==> src/design/fpu_data_pkg.sv <==
/*
  FPU SIMD data types
  Packed pair and element widths, plus the int32 saturation limits
*/
package fpu_data_pkg;

  // Element 0 in bits 31..0, element 1 in bits 63..32
  typedef logic [63:0] vec_t;

  typedef logic [31:0] single_t;

  typedef logic signed [31:0] int32_t;

  // IEEE single exponent bias
  localparam int EXP_BIAS = 127;

  // Saturation values of the float to int conversion
  localparam int32_t INT_MAX_C = 32'sh7FFF_FFFF;
  localparam int32_t INT_MIN_C = 32'sh8000_0000;

endpackage

==> src/design/fpu_ops_pkg.sv <==
/*
  FPU SIMD operation encodings
  Lane opcodes and operand source selects used by the lanes and the cluster
*/
package fpu_ops_pkg;

  // Lane opcodes
  typedef enum logic [3:0] {
    OP_AND  = 4'd0,
    OP_OR   = 4'd1,
    OP_XOR  = 4'd2,
    OP_ANDN = 4'd3,
    OP_MIN  = 4'd4,
    OP_MAX  = 4'd5,
    OP_NEG  = 4'd6,
    OP_ABS  = 4'd7,
    OP_CVT  = 4'd8
  } fp_op_t;

  // Picks the operand port or the held result of one lane
  typedef logic [1:0] src_sel_t;

  localparam src_sel_t SRC_PORT  = 2'd0;
  localparam src_sel_t SRC_LANE0 = 2'd1;
  localparam src_sel_t SRC_LANE1 = 2'd2;
  localparam src_sel_t SRC_LANE2 = 2'd3;

endpackage
==> src/design/fpu_simd_cluster.sv <==
/*
  FPU SIMD cluster
  Three packed single lanes sharing a result forwarding bus, with lane 2
  feeding the float to int converter on the alternate result port.
*/
`timescale 1ns/1ps

module fpu_simd_cluster
  import fpu_ops_pkg::*;
  import fpu_data_pkg::*;
#(
  parameter int CVT_STAGES = 2
) (
  input  logic     clk,
  input  logic     rst_n,

  input  vec_t     l0_a,
  input  vec_t     l0_b,
  input  src_sel_t l0_src_a,
  input  src_sel_t l0_src_b,
  input  fp_op_t   l0_op,
  input  logic     l0_en,
  output vec_t     l0_res,
  output logic     l0_res_valid,

  input  vec_t     l1_a,
  input  vec_t     l1_b,
  input  src_sel_t l1_src_a,
  input  src_sel_t l1_src_b,
  input  fp_op_t   l1_op,
  input  logic     l1_en,
  output vec_t     l1_res,
  output logic     l1_res_valid,

  input  vec_t     l2_a,
  input  vec_t     l2_b,
  input  src_sel_t l2_src_a,
  input  src_sel_t l2_src_b,
  input  fp_op_t   l2_op,
  input  logic     l2_en,
  output vec_t     l2_res,
  output logic     l2_res_valid,

  output vec_t     cvt_res,
  output logic     cvt_valid
);

  logic cvt_issue;
  vec_t cvt_operand;

  ////////////////////////////////////////
  // Lanes, each held result goes onto the forwarding bus

  fp_simd_lane lane0_i (
    .clk         (clk),
    .rst_n       (rst_n),
    .a           (l0_a),
    .b           (l0_b),
    .src_a       (l0_src_a),
    .src_b       (l0_src_b),
    .op          (l0_op),
    .en          (l0_en),
    .fwd0        (l0_res),
    .fwd1        (l1_res),
    .fwd2        (l2_res),
    .res         (l0_res),
    .res_valid   (l0_res_valid),
    .cvt_issue   (),
    .cvt_operand ()
  );

  fp_simd_lane lane1_i (
    .clk         (clk),
    .rst_n       (rst_n),
    .a           (l1_a),
    .b           (l1_b),
    .src_a       (l1_src_a),
    .src_b       (l1_src_b),
    .op          (l1_op),
    .en          (l1_en),
    .fwd0        (l0_res),
    .fwd1        (l1_res),
    .fwd2        (l2_res),
    .res         (l1_res),
    .res_valid   (l1_res_valid),
    .cvt_issue   (),
    .cvt_operand ()
  );

  fp_simd_lane lane2_i (
    .clk         (clk),
    .rst_n       (rst_n),
    .a           (l2_a),
    .b           (l2_b),
    .src_a       (l2_src_a),
    .src_b       (l2_src_b),
    .op          (l2_op),
    .en          (l2_en),
    .fwd0        (l0_res),
    .fwd1        (l1_res),
    .fwd2        (l2_res),
    .res         (l2_res),
    .res_valid   (l2_res_valid),
    .cvt_issue   (cvt_issue),
    .cvt_operand (cvt_operand)
  );

  ////////////////////////////////////////
  // Alternate result path

  fp_to_int_cvt #(
    .CVT_STAGES (CVT_STAGES)
  ) cvt_i (
    .clk       (clk),
    .rst_n     (rst_n),
    .in_valid  (cvt_issue),
    .operand   (cvt_operand),
    .out_valid (cvt_valid),
    .result    (cvt_res)
  );

endmodule

==> src/design/fp_to_int_cvt.sv <==
/*
  Packed single to int32 converter
  Truncates toward zero, saturates out of range values, NaN and denormals
  give zero. Latency is CVT_STAGES cycles with one issue per cycle.
*/
`timescale 1ns/1ps

module fp_to_int_cvt
  import fpu_data_pkg::*;
#(
  parameter int CVT_STAGES = 2
) (
  input  logic clk,
  input  logic rst_n,
  input  logic in_valid,
  input  vec_t operand,
  output logic out_valid,
  output vec_t result
);

  typedef logic [1:0] cls_t;

  localparam cls_t CLS_ZERO = 2'd0;
  localparam cls_t CLS_NAN  = 2'd1;
  localparam cls_t CLS_SAT  = 2'd2;
  localparam cls_t CLS_NORM = 2'd3;

  // Largest exponent whose magnitude still fits below 2^31
  localparam int EXP_TOP = EXP_BIAS + 30;

  logic s1_valid;
  vec_t conv;

  ////////////////////////////////////////
  // Per element classify and convert

  for (genvar e = 0; e < 2; e++) begin : g_elem
    single_t     x;
    logic [7:0]  exp_f;
    cls_t        cls_d;
    logic        s1_sign;
    cls_t        s1_cls;
    logic [4:0]  s1_shift;
    logic [23:0] s1_man;
    logic [53:0] wide;
    logic [30:0] mag;
    int32_t      val;

    assign x     = operand[32*e +: 32];
    assign exp_f = x[30:23];

    // Below one and denormals all truncate to zero
    always_comb begin
      if (exp_f == 8'hFF && x[22:0] != '0)
        cls_d = CLS_NAN;
      else if (exp_f > EXP_TOP)
        cls_d = CLS_SAT;
      else if (exp_f < EXP_BIAS)
        cls_d = CLS_ZERO;
      else
        cls_d = CLS_NORM;
    end

    always_ff @(posedge clk) begin
      s1_sign  <= x[31];
      s1_cls   <= cls_d;
      s1_shift <= 5'(exp_f - EXP_BIAS);
      s1_man   <= {1'b1, x[22:0]};
    end

    // Binary point sits at bit 23 of the shifted mantissa
    assign wide = {30'b0, s1_man} << s1_shift;
    assign mag  = wide[53:23];

    always_comb begin
      case (s1_cls)
        CLS_SAT:  val = s1_sign ? INT_MIN_C : INT_MAX_C;
        CLS_NORM: begin
          val = {1'b0, mag};
          if (s1_sign)
            val = -val;
        end
        default:  val = '0;
      endcase
    end

    assign conv[32*e +: 32] = val;
  end

  always_ff @(posedge clk) begin
    if (!rst_n)
      s1_valid <= 1'b0;
    else
      s1_valid <= in_valid;
  end

  ////////////////////////////////////////
  // Output delay stages

  if (CVT_STAGES == 1) begin : g_direct
    assign result    = conv;
    assign out_valid = s1_valid;
  end else begin : g_delay
    vec_t                  data_q [CVT_STAGES-1];
    logic [CVT_STAGES-2:0] valid_q;

    always_ff @(posedge clk) begin
      if (!rst_n) begin
        valid_q <= '0;
      end else begin
        valid_q[0] <= s1_valid;
        for (int i = 1; i < CVT_STAGES - 1; i++) begin
          valid_q[i] <= valid_q[i-1];
        end
      end
    end

    always_ff @(posedge clk) begin
      data_q[0] <= conv;
      for (int i = 1; i < CVT_STAGES - 1; i++) begin
        data_q[i] <= data_q[i-1];
      end
    end

    assign result    = data_q[CVT_STAGES-2];
    assign out_valid = valid_q[CVT_STAGES-2];
  end

endmodule

==> src/design/fp_simd_lane.sv <==
/*
  FP SIMD lane
  Packed single lane with operand forwarding, logic, min/max and sign ops.
  Results are held in a register that also feeds the forwarding bus.
  Convert requests leave the lane combinationally toward the converter.
*/
`timescale 1ns/1ps

module fp_simd_lane
  import fpu_ops_pkg::*;
  import fpu_data_pkg::*;
(
  input  logic     clk,
  input  logic     rst_n,
  input  vec_t     a,
  input  vec_t     b,
  input  src_sel_t src_a,
  input  src_sel_t src_b,
  input  fp_op_t   op,
  input  logic     en,
  input  vec_t     fwd0,
  input  vec_t     fwd1,
  input  vec_t     fwd2,
  output vec_t     res,
  output logic     res_valid,
  output logic     cvt_issue,
  output vec_t     cvt_operand
);

  vec_t opa;
  vec_t opb;
  vec_t alu_out;
  logic alu_issue;

  ////////////////////////////////////////
  // Helpers

  function automatic vec_t pick_src(src_sel_t sel, vec_t port, vec_t f0, vec_t f1, vec_t f2);
    vec_t v;
    case (sel)
      SRC_PORT:  v = port;
      SRC_LANE0: v = f0;
      SRC_LANE1: v = f1;
      SRC_LANE2: v = f2;
      default:   v = port;
    endcase
    return v;
  endfunction

  // Unsigned key in sign-magnitude order, NaN patterns included
  function automatic logic [31:0] order_key(single_t x);
    logic [31:0] k;
    if (x[31])
      k = ~x;
    else
      k = {1'b1, x[30:0]};
    return k;
  endfunction

  function automatic single_t elem_op(fp_op_t f, single_t x, single_t y);
    logic    a_le_b;
    logic    a_ge_b;
    single_t r;
    a_le_b = order_key(x) <= order_key(y);
    a_ge_b = order_key(x) >= order_key(y);
    case (f)
      OP_MIN:  r = a_le_b ? x : y;
      OP_MAX:  r = a_ge_b ? x : y;
      OP_NEG:  r = {~x[31], x[30:0]};
      OP_ABS:  r = {1'b0, x[30:0]};
      default: r = x;
    endcase
    return r;
  endfunction

  ////////////////////////////////////////
  // Operand select and execute

  // Forwarded values are the held results before this edge
  assign opa = pick_src(src_a, a, fwd0, fwd1, fwd2);
  assign opb = pick_src(src_b, b, fwd0, fwd1, fwd2);

  always_comb begin
    case (op)
      OP_AND:  alu_out = opa & opb;
      OP_OR:   alu_out = opa | opb;
      OP_XOR:  alu_out = opa ^ opb;
      OP_ANDN: alu_out = opa & ~opb;
      default: alu_out = {elem_op(op, opa[63:32], opb[63:32]),
                          elem_op(op, opa[31:0], opb[31:0])};
    endcase
  end

  assign alu_issue = en && (op != OP_CVT);

  // Convert goes out in the issue cycle, only lane 2's port is wired up
  assign cvt_issue   = en && (op == OP_CVT);
  assign cvt_operand = opa;

  ////////////////////////////////////////
  // Held result

  always_ff @(posedge clk) begin
    if (!rst_n) begin
      res       <= '0;
      res_valid <= 1'b0;
    end else begin
      res_valid <= alu_issue;
      if (alu_issue) begin
        res <= alu_out;
      end
    end
  end

endmodule

==> config.mk <==
export PLATFORM = sky130hd
export DESIGN_NAME = fpu_simd_cluster
export DESIGN_NICKNAME = d
export VERILOG_FILES = /design/src/design/fpu_data_pkg.sv /design/src/design/fpu_ops_pkg.sv /design/src/design/fpu_simd_cluster.sv /design/src/design/fp_to_int_cvt.sv /design/src/design/fp_simd_lane.sv
export SDC_FILE = /design/constraint.sdc
export NUM_CORES = 2
export LEC_CHECK = 0
export ABC_CLOCK_PERIOD_IN_PS = 12200
export BUFFER_PORTS_ARGS = -buffer_cell sky130_fd_sc_hd__buf_4
export CORE_AREA = 2 2 304 306
export CTS_BUF_LIST = sky130_fd_sc_hd__clkbuf_8
export CTS_CLUSTER_SIZE = 28
export DETAILED_ROUTE_END_ITERATION = 12
export DIE_AREA = 0 0 306 308
export GPL_ROUTABILITY_DRIVEN = 0
export PLACE_DENSITY = 0.73
export RECOVER_POWER = 100
export SLEW_MARGIN = 20
export SYNTH_ARGS = -nofsm -noshare
export SYNTH_HDL_FRONTEND = slang
export SYNTH_HIERARCHICAL = 1
export SYNTH_SLANG_ARGS = --single-unit
==> constraint.sdc <==
create_clock -name clk -period 12.2 [get_ports clk]
set_input_delay 2.44 -clock clk [delete_from_list [all_inputs] [get_ports clk]]
set_output_delay 2.44 -clock clk [all_outputs]
set_load 0.05 [all_outputs]
==> results.md <==
* Outcome: finished, violations left
* Failing checks: max-capacitance violations, max-slew violations
* CTS Hold Bufs at 0
* DRT Pass-1 Iters at 12
* FF-to-FF setup slack at 4310 ps
* Final worst slack at 2590 ps
* TNS Setup at 0 ps
* CTS Buf Count at 69
* Die height at 308 um
* Root Buffer: clkbuf_8
* LEAKAGE at 0.0198 uW
* Global route hottest layer: met2
* Detail Placement HPWL at 143000 um
* Cells after synthesis at 5291
* Die W at 306 um
* RSZ-0062 raised after global routing: no
* CTS tree: yes
* Combinational share of power at 52.6%
* Non-Filler Instances at 6881
* Worst vdd ir at 0.0974 mV
* Reg2Reg Launch Point: cvt_i/g_elem[1].s1_shift[0]$_DFF_P_
* Met3 Usage GRT at 17.0%
* IO Pins at 673
* Total chip power at 5900 uW
* Final-stage net count at 6434
* Setup bufs post-CTS at 0
* Hold Path Sink: cvt_i/out_valid$_SDFF_PN0_
* Fmax at 104 MHz
* Psw at 2750 uW
* Hold Path Stages at 1
* Worst Path Max Fanout at 35
* GRT Resource Usage Total at 40.4%
* Vias at 49100
* Total global routing overflow at 0
* Via density at 7.14
* Die area at 0.0942 mm2
* Pwr Density at 113 mW/mm2
* Crit. End Element: flop
* Pint at 3150 uW
* DRT Wirelength at 199000 um
* Number of fill cells at 8322
* Clk_lat worst skew at 740 ps
* Synthesis-to-finish area growth at 10.8%
* Max Cap Viol at 11
* Reg2reg end: cvt_i/g_delay.data_q[0][60]$_DFF_P_
* Core area at 0.0910 mm2
* Row Count at 111
* Mean Syn Cell Area at 8.87 um2
* Max Root-Sink Buffers at 3
* CP arrival at 10140 ps
* Clock sinks at 323
* Slew HR at -160%
* Fin crit share at 78.7%
* Largest net degree at the start of global routing at 104
* Starting Density at 51.6%
* Net Sw Frac at 46.6%
* First-pass GRT wire length at 291000 um
* Fin. Hold Viols at 0
* Synthesized Nets at 6093
* Slew Limit Fails at 446
* Hold Startpoint: cvt_i/s1_valid$_SDFF_PN0_
* Met2 Track Usage GR at 57.4%
* Clock share of power at 23.5%
* Setup Viol. Count Final at 0
* Worst hold path type: flop to flop
* Reg clk slew, reported paths at 60 ps
* H-tree depth at 3
* Initial DRC count at 7660
* Post-DRT Antenna Nets at 0
* Req. time, crit path at 12740 ps
* CP startpoint kind: input pin
* Remaining DRCs at 0
* Least-Margin Pin Slew at 3900 ps
* Post-route minimum period at 9610 ps
* Initial antenna violation count at 34
* Share of cells above drive strength 1 at 19.4%
* Routed length per placed instance at 28.9 um
* Placed Instances at 6746
* Clock Skew at 50.0 ps
* Setup Crit Path Kind: input pin to flop
* Vias in the first global route at 46200
* Port bufs at 672
* Dpl ws at 3790 ps
* Number of cells on the worst reg-to-reg path at 12
* Reg power frac at 23.9%
* Met1 Resource Use GR at 51.5%
* Post-CTS Resized at 0
* Synthesized area at 0.0469 mm2
* YS warnings at 6
area by class of cell:
class	instances	area, um2	share of cell area, %
antenna	11	27.5	0.0530
clock buffer	83	1140	2.20
clock inverter	40	400	0.770
inverter	439	1650	3.17
multi-input combinational	4073	36300	69.9
sequential	323	6470	12.4
tap	1186	1480	2.85
timing repair buffer	726	4470	8.60
per-stage QoR:
| stage | util, % | instance area [um2] | hold slack (ps) |
|---|---|---|---|
| 2_1_floorplan | - | 46900 | 412 |
| 3_3_place_gp | 57.0 | 51800 | 510 |
| 3_5_place_dp | 57.0 | 51800 | 497 |
| 4_1_cts | 58.7 | 53400 | 526 |
| 5_1_grt | 57.1 | 52000 | 577 |
| 6_report | 57.1 | 52000 | 608 |
state kept, by name, indices dropped and copies added (netlist names):
register               flops
cvt_i/g_elem.s1_cls        4
lane1_i/res_valid          1
cvt_i/g_delay.data_q      64
cvt_i/out_valid            1
lane2_i/res               64
lane0_i/res               64
cvt_i/g_elem.s1_sign       2
lane2_i/res_valid          1
lane1_i/res               64
cvt_i/g_elem.s1_shift     10
lane0_i/res_valid          1
cvt_i/g_elem.s1_man       46
cvt_i/s1_valid             1
layer usage:
metal  share of wire, %  wire [um]
met1                 36      71500
met5               0.24        479
met3                 16      32300
met2                 41      80800
met4                6.8      13600
power groups by stage:
stage	clock [uW]	sequential (uW)	combinational [uW]
after floorplan	0	1500	2120
after global placement	0	1390	3030
after detailed placement	0	1390	3110
after CTS	1400	1370	3130
after global routing	1440	1390	3360
final	1390	1410	3100
worst max path at each step:
stage                           start                      endpoint  slack (ps)  cells past startpoint
after floorplan           l2_src_a[0]  lane2_i/res[38]$_SDFFE_PN0P_        5600                     16
after global placement    l0_src_b[0]  lane0_i/res[60]$_SDFFE_PN0P_        3920                     13
after detailed placement  l0_src_b[0]  lane0_i/res[60]$_SDFFE_PN0P_        3790                     13
after CTS                 l0_src_b[0]  lane0_i/res[60]$_SDFFE_PN0P_        4560                     13
after global routing      l2_src_a[1]  lane2_i/res[40]$_SDFFE_PN0P_        2220                     12
final                     l2_src_a[1]   lane2_i/res[9]$_SDFFE_PN0P_        2590                     12
placed cells by master, fill, tap and decap left out, drive strengths merged, types with 57 or more instances in the layout:
master / instances
a21o: 57
a31oi: 103
xor2: 188
mux4: 433
xnor2: 385
nand3: 205
mux2i: 88
nor2: 250
buf: 459
o211ai: 72
a32o: 59
clkbuf: 350
ha: 389
o311ai: 78
o31ai: 67
a21oi: 407
a211oi: 57
inv: 454
o21ai: 243
nand2: 295
dfxtp: 323
and3: 89
critical path, cell delays in order:
cell	delay, ps
clkbuf_1	1660
mux4_2	1220
inv_1	330
ha_1	420
and4b_1	320
nand2_1	80
nand4b_1	220
a31oi_1	620
or4_1	250
clkbuf_1	1380
and2_2	950
a211oi_1	200
No activity file was read; power rests on OpenSTA's default activity.
